--- src/source/bus_pkg.sv ---
package bus_pkg;

  localparam int AddrW = 4;
  localparam int DataW = 8;

  // one bus request held stable by the master until ack
  typedef struct packed {
    logic             we;
    logic [AddrW-1:0] adr;
    logic [DataW-1:0] dat;
    logic             stb;
  } wb_req_t;

  typedef struct packed {
    logic [DataW-1:0] dat;
    logic             ack;
  } wb_rsp_t;

  // peripheral slots on the bus
  localparam logic [AddrW-1:0] SlotRgb     = AddrW'(0);
  localparam logic [AddrW-1:0] SlotDebug   = AddrW'(1);
  localparam logic [AddrW-1:0] SlotCharlie = AddrW'(2);

endpackage

--- src/source/uart_pkg.sv ---
package uart_pkg;

  // write flag on top of the op byte and address in the low nibble
  localparam int OpWriteBit = 7;

  // start, eight data bits, stop
  localparam int FrameBits = 10;

  // 7 pins with each pair lit in both directions
  localparam int NumCharlieLeds = 42;

endpackage

--- src/source/uart_rx.sv ---
`timescale 1ns/1ps

module uart_rx
  import uart_pkg::*;
#(
  parameter int ClksPerBit = 16
) (
  input  logic       clk_i,
  input  logic       rst_n_i,
  input  logic       uart_rx_ni,
  output logic [7:0] rx_data_o,
  output logic       rx_valid_o
);

  localparam int CntW    = $clog2(ClksPerBit);
  localparam int BitW    = $clog2(FrameBits);
  localparam int HalfBit = ClksPerBit / 2;

  logic [2:0]      sync_q;
  logic            busy_q;
  logic            valid_q;
  logic [CntW-1:0] cnt_q;
  logic [BitW-1:0] bit_q;
  logic [7:0]      shift_q;
  logic            line;
  logic            fall;

  // two flops against metastability and a third for the edge
  assign line = sync_q[1];
  assign fall = sync_q[2] && !sync_q[1];

  always_ff @(posedge clk_i) begin
    if (!rst_n_i) begin
      sync_q  <= '1;
      busy_q  <= 1'b0;
      valid_q <= 1'b0;
      cnt_q   <= '0;
      bit_q   <= '0;
    end else begin
      sync_q  <= {sync_q[1:0], uart_rx_ni};
      valid_q <= 1'b0;
      if (!busy_q) begin
        if (fall) begin
          busy_q <= 1'b1;
          cnt_q  <= CntW'(HalfBit - 1);
          bit_q  <= '0;
        end
      end else if (cnt_q != '0) begin
        cnt_q <= cnt_q - 1'b1;
      end else begin
        // mid-bit sample point
        cnt_q <= CntW'(ClksPerBit - 1);
        bit_q <= bit_q + 1'b1;
        if (bit_q == '0) begin
          // start bit high again means a glitch
          busy_q <= !line;
        end else if (bit_q == BitW'(FrameBits - 1)) begin
          busy_q  <= 1'b0;
          valid_q <= line;
        end
      end
    end
  end

  // lsb first
  always_ff @(posedge clk_i) begin
    if (busy_q && cnt_q == '0 && bit_q != '0 && bit_q != BitW'(FrameBits - 1)) begin
      shift_q <= {line, shift_q[7:1]};
    end
  end

  assign rx_data_o  = shift_q;
  assign rx_valid_o = valid_q;

endmodule

--- src/source/uart_tx.sv ---
`timescale 1ns/1ps

module uart_tx
  import uart_pkg::*;
#(
  parameter int ClksPerBit = 16
) (
  input  logic       clk_i,
  input  logic       rst_n_i,
  input  logic [7:0] tx_data_i,
  input  logic       tx_start_i,
  output logic       tx_busy_o,
  output logic       uart_tx_no
);

  localparam int CntW = $clog2(ClksPerBit);
  localparam int BitW = $clog2(FrameBits);

  logic [FrameBits-1:0] shift_q;
  logic [CntW-1:0]      cnt_q;
  logic [BitW-1:0]      bit_q;
  logic                 busy_q;

  always_ff @(posedge clk_i) begin
    if (!rst_n_i) begin
      // line idles high
      shift_q <= '1;
      cnt_q   <= '0;
      bit_q   <= '0;
      busy_q  <= 1'b0;
    end else if (!busy_q) begin
      if (tx_start_i) begin
        shift_q <= {1'b1, tx_data_i, 1'b0};
        cnt_q   <= CntW'(ClksPerBit - 1);
        bit_q   <= '0;
        busy_q  <= 1'b1;
      end
    end else if (cnt_q != '0) begin
      cnt_q <= cnt_q - 1'b1;
    end else if (bit_q == BitW'(FrameBits - 1)) begin
      busy_q <= 1'b0;
    end else begin
      shift_q <= {1'b1, shift_q[FrameBits-1:1]};
      cnt_q   <= CntW'(ClksPerBit - 1);
      bit_q   <= bit_q + 1'b1;
    end
  end

  assign tx_busy_o  = busy_q;
  assign uart_tx_no = shift_q[0];

endmodule

--- src/source/ctrl_uart.sv ---
`timescale 1ns/1ps

module ctrl_uart
  import bus_pkg::*;
  import uart_pkg::*;
(
  input  logic             clk_i,
  input  logic             rst_n_i,
  input  logic [DataW-1:0] rx_data_i,
  input  logic             rx_valid_i,
  output logic [DataW-1:0] tx_data_o,
  output logic             tx_start_o,
  input  logic             tx_busy_i,
  output wb_req_t          wb_req_o,
  input  wb_rsp_t          wb_rsp_i
);

  typedef enum logic [2:0] {
    StIdle,
    StWaitData,
    StBusWrite,
    StBusRead,
    StReply
  } state_e;

  state_e           state_q;
  logic             stb_q;
  logic             tx_start_q;
  logic [AddrW-1:0] adr_q;
  logic [DataW-1:0] data_q;
  logic [DataW-1:0] rdata_q;

  always_ff @(posedge clk_i) begin
    if (!rst_n_i) begin
      state_q    <= StIdle;
      stb_q      <= 1'b0;
      tx_start_q <= 1'b0;
    end else begin
      tx_start_q <= 1'b0;
      case (state_q)
        StIdle: begin
          if (rx_valid_i) begin
            state_q <= rx_data_i[OpWriteBit] ? StWaitData : StBusRead;
          end
        end
        StWaitData: begin
          if (rx_valid_i) begin
            state_q <= StBusWrite;
          end
        end
        StBusWrite, StBusRead: begin
          // strobe up, then drop it right after ack
          if (!stb_q) begin
            stb_q <= 1'b1;
          end else if (wb_rsp_i.ack) begin
            stb_q   <= 1'b0;
            state_q <= (state_q == StBusWrite) ? StBusRead : StReply;
          end
        end
        StReply: begin
          if (!tx_busy_i) begin
            tx_start_q <= 1'b1;
            state_q    <= StIdle;
          end
        end
        default: state_q <= StIdle;
      endcase
    end
  end

  always_ff @(posedge clk_i) begin
    if (state_q == StIdle && rx_valid_i) begin
      adr_q <= rx_data_i[AddrW-1:0];
    end
    if (state_q == StWaitData && rx_valid_i) begin
      data_q <= rx_data_i;
    end
    // readback after a write lands here too
    if (state_q == StBusRead && stb_q && wb_rsp_i.ack) begin
      rdata_q <= wb_rsp_i.dat;
    end
  end

  assign wb_req_o = '{we: state_q == StBusWrite, adr: adr_q, dat: data_q, stb: stb_q};

  assign tx_data_o  = rdata_q;
  assign tx_start_o = tx_start_q;

  tx_start_when_idle: assert property (@(posedge clk_i) disable iff (!rst_n_i)
    tx_start_o |-> !tx_busy_i);

endmodule

--- src/source/bus_decoder.sv ---
`timescale 1ns/1ps

module bus_decoder
  import bus_pkg::*;
(
  input  wb_req_t wb_req_i,
  output wb_rsp_t wb_rsp_o,
  output wb_req_t rgb_req_o,
  input  wb_rsp_t rgb_rsp_i,
  output wb_req_t dbg_req_o,
  input  wb_rsp_t dbg_rsp_i,
  output wb_req_t chx_req_o,
  input  wb_rsp_t chx_rsp_i
);

  always_comb begin
    // we, adr and dat go to everyone
    rgb_req_o     = wb_req_i;
    dbg_req_o     = wb_req_i;
    chx_req_o     = wb_req_i;
    rgb_req_o.stb = wb_req_i.stb && (wb_req_i.adr == SlotRgb);
    dbg_req_o.stb = wb_req_i.stb && (wb_req_i.adr == SlotDebug);
    chx_req_o.stb = wb_req_i.stb && (wb_req_i.adr == SlotCharlie);

    case (wb_req_i.adr)
      SlotRgb:     wb_rsp_o = rgb_rsp_i;
      SlotDebug:   wb_rsp_o = dbg_rsp_i;
      SlotCharlie: wb_rsp_o = chx_rsp_i;
      // unmapped slots ack in the same cycle and read zero
      default:     wb_rsp_o = '{dat: '0, ack: wb_req_i.stb};
    endcase
  end

  always_comb begin
    if (wb_req_i.stb) begin
      assert ($onehot0({rgb_req_o.stb, dbg_req_o.stb, chx_req_o.stb}))
        else $error("more than one peripheral strobed");
    end
  end

endmodule

--- src/source/peri_rgb_led.sv ---
`timescale 1ns/1ps

module peri_rgb_led
  import bus_pkg::*;
(
  input  logic    clk_i,
  input  logic    rst_n_i,
  input  wb_req_t wb_req_i,
  output wb_rsp_t wb_rsp_o,
  output logic    led_r_o,
  output logic    led_g_o,
  output logic    led_b_o
);

  logic             ack_q;
  logic             we_q;
  logic [DataW-1:0] wdat_q;
  logic [DataW-1:0] level_q;
  logic [1:0]       phase_q;

  always_ff @(posedge clk_i) begin
    if (wb_req_i.stb) begin
      we_q   <= wb_req_i.we;
      wdat_q <= wb_req_i.dat;
    end
  end

  always_ff @(posedge clk_i) begin
    if (!rst_n_i) begin
      ack_q   <= 1'b0;
      level_q <= '0;
      phase_q <= '0;
    end else begin
      ack_q   <= wb_req_i.stb && !ack_q;
      phase_q <= phase_q + 1'b1;
      if (ack_q && we_q) begin
        level_q <= wdat_q;
      end
    end
  end

  assign wb_rsp_o = '{dat: level_q, ack: ack_q};

  // on for level cycles out of every four
  assign led_r_o = phase_q < level_q[1:0];
  assign led_g_o = phase_q < level_q[3:2];
  assign led_b_o = phase_q < level_q[5:4];

  ack_after_stb: assert property (@(posedge clk_i) disable iff (!rst_n_i)
    wb_rsp_o.ack |-> $past(wb_req_i.stb) && wb_req_i.stb);

endmodule

--- src/source/peri_debug.sv ---
`timescale 1ns/1ps

module peri_debug
  import bus_pkg::*;
(
  input  logic             clk_i,
  input  logic             rst_n_i,
  input  wb_req_t          wb_req_i,
  output wb_rsp_t          wb_rsp_o,
  output logic [DataW-1:0] debug_o
);

  logic             ack_q;
  logic             we_q;
  logic [DataW-1:0] wdat_q;
  logic [DataW-1:0] dbg_q;

  always_ff @(posedge clk_i) begin
    if (wb_req_i.stb) begin
      we_q   <= wb_req_i.we;
      wdat_q <= wb_req_i.dat;
    end
  end

  always_ff @(posedge clk_i) begin
    if (!rst_n_i) begin
      ack_q <= 1'b0;
      dbg_q <= '0;
    end else begin
      ack_q <= wb_req_i.stb && !ack_q;
      if (ack_q && we_q) begin
        dbg_q <= wdat_q;
      end
    end
  end

  assign wb_rsp_o = '{dat: dbg_q, ack: ack_q};
  assign debug_o  = dbg_q;

  ack_after_stb: assert property (@(posedge clk_i) disable iff (!rst_n_i)
    wb_rsp_o.ack |-> $past(wb_req_i.stb) && wb_req_i.stb);

endmodule

--- src/source/peri_charlieplex.sv ---
`timescale 1ns/1ps

module peri_charlieplex
  import bus_pkg::*;
  import uart_pkg::*;
(
  input  logic       clk_i,
  input  logic       rst_n_i,
  input  wb_req_t    wb_req_i,
  output wb_rsp_t    wb_rsp_o,
  output logic [6:0] charlieplex_o,
  output logic [6:0] charlieplex_out_en_o
);

  localparam int NumPins = 7;

  logic             ack_q;
  logic             we_q;
  logic [DataW-1:0] wdat_q;
  logic [DataW-1:0] idx_q;
  logic             valid_q;
  logic [2:0]       anode;
  logic [2:0]       offset;
  logic [2:0]       cathode;

  always_ff @(posedge clk_i) begin
    if (wb_req_i.stb) begin
      we_q   <= wb_req_i.we;
      wdat_q <= wb_req_i.dat;
    end
  end

  always_ff @(posedge clk_i) begin
    if (!rst_n_i) begin
      ack_q   <= 1'b0;
      idx_q   <= '0;
      valid_q <= 1'b0;
    end else begin
      ack_q <= wb_req_i.stb && !ack_q;
      if (ack_q && we_q) begin
        idx_q   <= wdat_q;
        valid_q <= 1'b1;
      end
    end
  end

  assign wb_rsp_o = '{dat: idx_q, ack: ack_q};

  // each anode owns six leds, cathode skips the anode pin
  assign anode   = 3'(idx_q / DataW'(NumPins - 1));
  assign offset  = 3'(idx_q % DataW'(NumPins - 1));
  assign cathode = (offset < anode) ? offset : offset + 3'd1;

  always_comb begin
    charlieplex_o        = '0;
    charlieplex_out_en_o = '0;
    if (valid_q && idx_q < DataW'(NumCharlieLeds)) begin
      charlieplex_o[anode]          = 1'b1;
      charlieplex_out_en_o[anode]   = 1'b1;
      charlieplex_out_en_o[cathode] = 1'b1;
    end
  end

endmodule

--- src/source/top.sv ---
`timescale 1ns/1ps

module top
  import bus_pkg::*;
#(
  parameter int ClksPerBit = 16
) (
  input  logic       clk_i,
  input  logic       rst_n_i,
  input  logic       uart_rx_ni,
  output logic       uart_tx_no,
  output logic       led_r_o,
  output logic       led_g_o,
  output logic       led_b_o,
  output logic [7:0] led_debug_o,
  output logic [6:0] charlieplex_o,
  output logic [6:0] charlieplex_out_en_o
);

  logic [7:0] rx_data;
  logic       rx_valid;
  logic [7:0] tx_data;
  logic       tx_start;
  logic       tx_busy;
  wb_req_t    ctrl_req;
  wb_rsp_t    ctrl_rsp;
  wb_req_t    rgb_req;
  wb_rsp_t    rgb_rsp;
  wb_req_t    dbg_req;
  wb_rsp_t    dbg_rsp;
  wb_req_t    chx_req;
  wb_rsp_t    chx_rsp;

  uart_rx #(.ClksPerBit(ClksPerBit)) u_uart_rx (
    .clk_i,
    .rst_n_i,
    .uart_rx_ni,
    .rx_data_o  (rx_data),
    .rx_valid_o (rx_valid)
  );

  uart_tx #(.ClksPerBit(ClksPerBit)) u_uart_tx (
    .clk_i,
    .rst_n_i,
    .tx_data_i  (tx_data),
    .tx_start_i (tx_start),
    .tx_busy_o  (tx_busy),
    .uart_tx_no
  );

  ctrl_uart u_ctrl (
    .clk_i,
    .rst_n_i,
    .rx_data_i  (rx_data),
    .rx_valid_i (rx_valid),
    .tx_data_o  (tx_data),
    .tx_start_o (tx_start),
    .tx_busy_i  (tx_busy),
    .wb_req_o   (ctrl_req),
    .wb_rsp_i   (ctrl_rsp)
  );

  bus_decoder u_decoder (
    .wb_req_i  (ctrl_req),
    .wb_rsp_o  (ctrl_rsp),
    .rgb_req_o (rgb_req),
    .rgb_rsp_i (rgb_rsp),
    .dbg_req_o (dbg_req),
    .dbg_rsp_i (dbg_rsp),
    .chx_req_o (chx_req),
    .chx_rsp_i (chx_rsp)
  );

  peri_rgb_led u_rgb (
    .clk_i,
    .rst_n_i,
    .wb_req_i (rgb_req),
    .wb_rsp_o (rgb_rsp),
    .led_r_o,
    .led_g_o,
    .led_b_o
  );

  peri_debug u_debug (
    .clk_i,
    .rst_n_i,
    .wb_req_i (dbg_req),
    .wb_rsp_o (dbg_rsp),
    .debug_o  (led_debug_o)
  );

  peri_charlieplex u_charlie (
    .clk_i,
    .rst_n_i,
    .wb_req_i (chx_req),
    .wb_rsp_o (chx_rsp),
    .charlieplex_o,
    .charlieplex_out_en_o
  );

endmodule

--- config.mk ---
export PLATFORM = sky130hd
export DESIGN_NAME = top
export DESIGN_NICKNAME = d
export VERILOG_FILES = /design/src/source/bus_pkg.sv /design/src/source/uart_pkg.sv /design/src/source/uart_rx.sv /design/src/source/uart_tx.sv /design/src/source/ctrl_uart.sv /design/src/source/bus_decoder.sv /design/src/source/peri_rgb_led.sv /design/src/source/peri_debug.sv /design/src/source/peri_charlieplex.sv /design/src/source/top.sv
export SDC_FILE = /design/constraint.sdc
export NUM_CORES = 1
export LEC_CHECK = 0
export ABC_AREA = 0
export BUFFER_PORTS_ARGS = -buffer_cell sky130_fd_sc_hd__buf_2
export CORE_MARGIN = 1
export CORE_UTILIZATION = 29
export DETAILED_ROUTE_END_ITERATION = 10
export SLEW_MARGIN = 20
export SYNTH_ARGS = -nofsm -noshare
export SYNTH_HDL_FRONTEND = slang
export SYNTH_SLANG_ARGS = --single-unit
--- constraint.sdc ---
create_clock -name clk_i -period 6.35 [get_ports clk_i]
set_clock_uncertainty 0.1 [all_clocks]
set_input_delay 0.9525 -clock clk_i [delete_from_list [all_inputs] [get_ports clk_i]]
set_output_delay 0.9525 -clock clk_i [all_outputs]
set_load 0.02 [all_outputs]
---- Word level (Yosys, flattened, before mapping) ----
Index checks and enable logic that the tools add are counted.
cells by class
  reductions and logical operators ........ 40
  div/mod/pow operators ................... 2
  bitwise gates (word level) .............. 4
  multipliers ............................. 0
  equal/unequal tests ..................... 18
  add/sub/neg operators ................... 6
  shifts and indexed selects .............. 0
  muxes and demuxes ....................... 46
  magnitude comparators ................... 9
operators by type and width
  operator                                                                             count
  4-bit 2-to-1 mux                                                                     14
  10-bit 2-to-1 mux                                                                    4
  9-bit case mux with 3 select lines                                                   1
  3-bit 2-to-1 mux                                                                     7
  1-bit logical AND                                                                    20
  1-bit 2-to-1 mux                                                                     14
  7-bit 2-to-1 mux                                                                     2
  4-bit logical NOT                                                                    3
  2-bit != test, second input constant                                                 6
  3-bit case mux with 4 select lines                                                   1
  4-bit nonzero test                                                                   3
  4-bit by 1-bit adder with 4-bit output, second input constant                        2
  8-bit by 3-bit divider with 8-bit output, second input constant                      1
  4-bit == test, second input constant                                                 2
  3-bit by 4-bit < comparator with 1-bit output, second input constant                 2
  8-bit by 6-bit < comparator with 1-bit output, second input constant                 1
  8-bit by 3-bit modulo with 8-bit output, second input constant                       1
  4-bit by 1-bit subtractor with 4-bit output, second input constant                   2
  7-bit OR                                                                             1
  1-bit demux with 3-bit select                                                        2
  3-bit by 2-bit == test with 1-bit output, second input constant                      2
  3-bit by 1-bit greater-or-equal comparator with 1-bit output, second input constant  2
  2-bit < comparator                                                                   3
  2-bit AND reduction                                                                  3
  19 further kinds                                                                     26
storage, ports and cells
  register bits after elaboration ......... 122
  memory bits (writable) .................. 0
  bits in latches ......................... 0
  memory bits (read-only) ................. 0
  output and inout port bits .............. 26
  memories ................................ 0

---- Depth between registers and ports, before layout ----
  depth in word-level cells ............... 9
  depth in mapped cells ................... 16

---- Hierarchy ----
From an unflattened synthesis, not the netlist that was laid out.
unflattened totals
  cells, all modules ...................... 639
  area, all modules ....................... 6,414.9 um2
modules (own cells, without submodules)
  module            times used  area each (um2)  cells each
  peri_charlieplex  1           1,547.7          189
  uart_tx           1           939.7            101
  uart_rx           1           885.8            81
  ctrl_uart         1           863.3            51
  peri_rgb_led      1           810.8            68
  peri_debug        1           732.0            58
  bus_decoder       1           635.6            91

---- Worst setup path after synthesis ----
OpenSTA, ideal clock, no wires.
  path type ............................... reg-to-output
  from .................................... register u_charlie.idx_q[4]
  to ...................................... output port charlieplex_out_en_o[3]
  data arrival time ....................... 3.887 ns
  cell stages (with the launch flop) ...... 17
  path buffers ............................ 2
  slack ................................... 1.410 ns
  data required time ...................... 5.298 ns
  path through ............................ dfxtp_1 -> buf_6 -> and3b_1 -> o31ai_2 -> o22ai_1 -> or2_1 -> buf_6 -> or3_1 -> o21ai_0 -> ha_1 -> a21o_1 -> a21o_1 -> a21oi_1 -> o21ai_0 -> or3_1 -> o311a_1 -> o41ai_1
on the way
  word-level cells in the longest chain between the ends .. 9
  elaborated cells on any way between the ends .. 19
  those cells by class .................... 1 x add/sub; 2 x div; 6 x order compare; 6 x mux; 1 x bitwise; 3 x reduce/logical
RTL lines
  what                                                                                                                                                        line                                            source
  start, declared                                                                                                                                             peri_charlieplex.sv:20                          logic [DataW-1:0] idx_q;
  start signal, assigned                                                                                                                                      peri_charlieplex.sv:41                          idx_q <= wdat_q;
  8-bit by 3-bit modulo with 8-bit output / 8-bit by 3-bit divider with 8-bit output (equally long branches)                                                  peri_charlieplex.sv:51, peri_charlieplex.sv:50
  3-bit by 1-bit adder with 3-bit output / 3-bit < comparator (equally long branches)                                                                         peri_charlieplex.sv:52                          assign cathode = (offset < anode) ? offset : offset + 3'd1;
  3-bit 2-to-1 mux                                                                                                                                            peri_charlieplex.sv:52
  3-bit by 4-bit < comparator with 1-bit output (not written as such) / 3-bit by 1-bit greater-or-equal comparator with 1-bit output (equally long branches)  peri_charlieplex.sv:60                          charlieplex_out_en_o[cathode] = 1'b1;
  1-bit logical AND (not written as such)                                                                                                                     peri_charlieplex.sv:60
  1-bit 2-to-1 mux (not written as such)                                                                                                                      peri_charlieplex.sv:60
  1-bit demux with 3-bit select                                                                                                                               n/a
  7-bit OR (no line)                                                                                                                                          n/a
  7-bit 2-to-1 mux *                                                                                                                                          peri_charlieplex.sv:57                          if (valid_q && idx_q < DataW'(NumCharlieLeds)) begin
  end, declared                                                                                                                                               top.sv:17                                       output logic [6:0] charlieplex_out_en_o
Every way passes the cells marked *; elsewhere a longest branch is shown, timed or not.

---- Worst setup path in the final report ----
  from .................................... register u_charlie.idx_q[3]
  to ...................................... output port charlieplex_out_en_o[3]
The elaborated chain is that of the path after synthesis.

==> results.md <==
* Synth top area cells: edfxtp_1 29%, dfxtp_1 23%, nand2_1 4.4%
* Fmax at 0.175 GHz
* Area of the multi-input gates at 2480 um^2
* Yosys cell types at 63
* Routability cong. at 0.825
* First-pass GRT wire length at 19.4 mm
* Number of routed nets with antenna violations at 0
* Yosys reg bits at 121
* Tmin final at 5710 ps
* Max_cap viols at 0
* Critical Path Fanout Max at 23
* Reg area at 2970 um^2
* P per Cell Area at 280 nW/um^2
* Most numerous cell in the Yosys netlist: nand2_1
* Die W at 142 um
* CTS Buffer Depth at 2
* Placed instance area at 6030 um^2
* Worst Path Required at 5300 ps
* Initial antenna violation count at 0
* GRT busiest layer: met2
* Routed vias at 4058
* Top Ports at 29
* Num Clock Sinks at 121
* Peak supply drop at 0.226 mV
* Yosys warns at 0
* Setup bufs post-CTS at 0
* Number of global-route vias before repair at 3776
* Hold-fix buffers at CTS at 0
* Final setup viols at 0
* Cell area after layout at 6670 um^2
* Initial DRC count at 206
* CTS root buf: clkbuf_16
* Worst path arrival time at 4660 ps
* P&R area growth vs syn at 17.1%
* Pins Over Slew Limit at 0
* Final core occ at 0.352
* Drt pass-1 iters at 5
* Routed WL at 11.6 mm
* P_leak at 2.46 nW
* HPWL Detailed at 7.92 mm
* Ys flop type: dfxtp_1
* Async SR Flop Fraction at 0
* Outcome: complete, no violations
* IO buf count at 28
* Final Hold Violating Endpoints at 0
* Vias per cell at 4.69
* CTS tree: built
* Core Region at 19000 um^2
* Synth top area share at 0.290
* Total die area at 20200 um^2
* Number of synthesized flops with an enable pin at 55
* Final worst setup slack at 641 ps
* Met3 GRT Util at 0.0303
* Initial Util at 0.301
* Gate count of the mapped netlist at 577
* Worst hold path class: reg2reg
* H-Tree Depth at 4
* Crit Path Class: reg2out
* RSZ-0062 raised after global routing: false
* Hold_ws at 308 ps
* Register area share after synthesis at 0.522
* Rel. slew slack at 0.313
* Post-route clock period utilization at 0.899
* # resized after CTS at 0
* Met2 usage at 0.191
* Die Height at 142 um
* Antenna cells at 0
* Pin count of the biggest net entering global routing at 67
* Critical Path End Type: output pin
* Top cells by count, synth: 67 x nand2_1, 66 x dfxtp_1, 55 x edfxtp_1
* Reg clk slew, reported paths at 60 ps
* Routed len/inst at 13.4 um
* Slew @ Worst Pin at 1020 ps
* Nets at 608
* Grt met1 use at 0.166
* Pre-CTS setup slack at 1110 ps
* Dominant cell type by area after synthesis: edfxtp_1
* Grt total ovfl at 0
* Mapped Nets at 593
* All-Layer GR Usage at 0.123
* Startpoint types: flop
* Clk_lat worst skew at 410 ps
* DRC at 0
* Setup TNS at 0 ps
* CTS buffer count at 17
* Filler instances at 1903
* Mean Syn Cell Area at 9.88 um^2
* Share of cells above drive strength 1 at 0.124
* Syn Std Cell Area at 5700 um^2
* Std-Cell Rows at 50
## per-stage QoR
stage,cells,power [mW]
final,865,1.87
after global routing,865,1.93
after CTS,865,1.89
after detailed placement,833,0.872
after global placement,833,0.871
after floorplan,577,0.861
## critical path, cell delays in order (launching register included)
cell and delay, ps:
dfxtp_1 780, nor2b_1 160, a32o_1 300, a2bb2oi_1 140, or2_1 320, or3_1 360
o21ai_0 110, ha_1 320, a21o_1 190, a21o_1 250, a21oi_1 180, o21ai_0 90
or3_1 340, o311a_1 190, o41ai_1 260, buf_2 230
## sequential cells by signal, summed over array words and instances, names as in the netlist, 2 cells and up
signal,count
u_uart_tx.shift_q,9
u_charlie.idx_q,8
u_charlie.wdat_q,8
u_ctrl.data_q,8
u_ctrl.tx_data_o,8
u_debug.debug_o,8
u_debug.wdat_q,8
u_rgb.level_q,8
u_rgb.wdat_q,8
u_uart_rx.rx_data_o,8
u_ctrl.adr_q,4
u_uart_rx.bit_q,4
u_uart_rx.cnt_q,4
u_uart_tx.bit_q,4
u_uart_tx.cnt_q,4
u_ctrl.state_q,3
u_uart_rx.sync_q,3
u_rgb.phase_q,2
## per-layer routing
metal  vias to the layer above  share of wire
met4                         0         0.0065
met2                        67           0.45
li1                       2105              -
met1                      1877           0.51
met3                         9          0.035
met5                         -              0
## cell families (layout without fill, tap and decap cells)
| kind of cell | Yosys count | in the layout | share of synthesized area |
|---|---|---|---|
| buf+inv | 59 | 87 | 0.0432 |
| xor+xnor | 8 | 8 | 0.0123 |
| simple gates | 228 | 228 | 0.203 |
| mux | 20 | 20 | 0.0351 |
| fa+ha+maj | 13 | 13 | 0.0285 |
| flops | 121 | 121 | 0.522 |
| compound gates | 128 | 128 | 0.157 |
## final timing paths
path	from	to	slack, ps	depth (start not counted)
worst max-delay path	u_charlie.idx_q[3]$_SDFFE_PN0P_	charlieplex_out_en_o[3]	640	15
worst min-delay path	u_uart_rx.sync_q[0]$_SDFF_PN1_	u_uart_rx.sync_q[1]$_SDFF_PN1_	310	1
worst max register to register	u_uart_tx.tx_busy_o$_SDFF_PN0_	u_uart_tx.bit_q[0]$_SDFFE_PN0P_	3810	5
worst min register to register	u_uart_rx.sync_q[0]$_SDFF_PN1_	u_uart_rx.sync_q[1]$_SDFF_PN1_	310	1
## cell type report
| type | instances | share of cell area |
|---|---|---|
| tap | 260 | 0.0487 |
| inverter | 24 | 0.0135 |
| clock inverter | 11 | 0.0191 |
| multi-input combinational | 397 | 0.372 |
| sequential | 121 | 0.445 |
| timing repair buffer | 31 | 0.0244 |
| clock buffer | 21 | 0.0771 |
## cells in the final DEF (no fill, tap or decap), types with 8 or more instances in the layout
| master | n |
|---|---|
| ha_1 | 13 |
| edfxtp_1 | 55 |
| nand2b_1 | 14 |
| nor3_1 | 10 |
| a21oi_1 | 33 |
| mux2i_1 | 20 |
| nor2b_1 | 13 |
| buf_2 | 28 |
| dfxtp_1 | 66 |
| nand2_1 | 67 |
| nand3_1 | 45 |
| nor3b_1 | 9 |
| a21boi_0 | 26 |
| inv_1 | 23 |
| o21ai_0 | 19 |
| nor2_1 | 34 |
| clkbuf_16 | 20 |
| and2_1 | 8 |
## power by group
| part | switching, mW | internal (mW) | total, mW |
|---|---|---|---|
| Combinational | 0.0207 | 0.0151 | 0.0358 |
| Sequential | 0.00573 | 0.813 | 0.819 |
| Clock | 0.354 | 0.662 | 1.02 |
| Total | 0.380 | 1.49 | 1.87 |
Power figures use the tool's default switching activity.
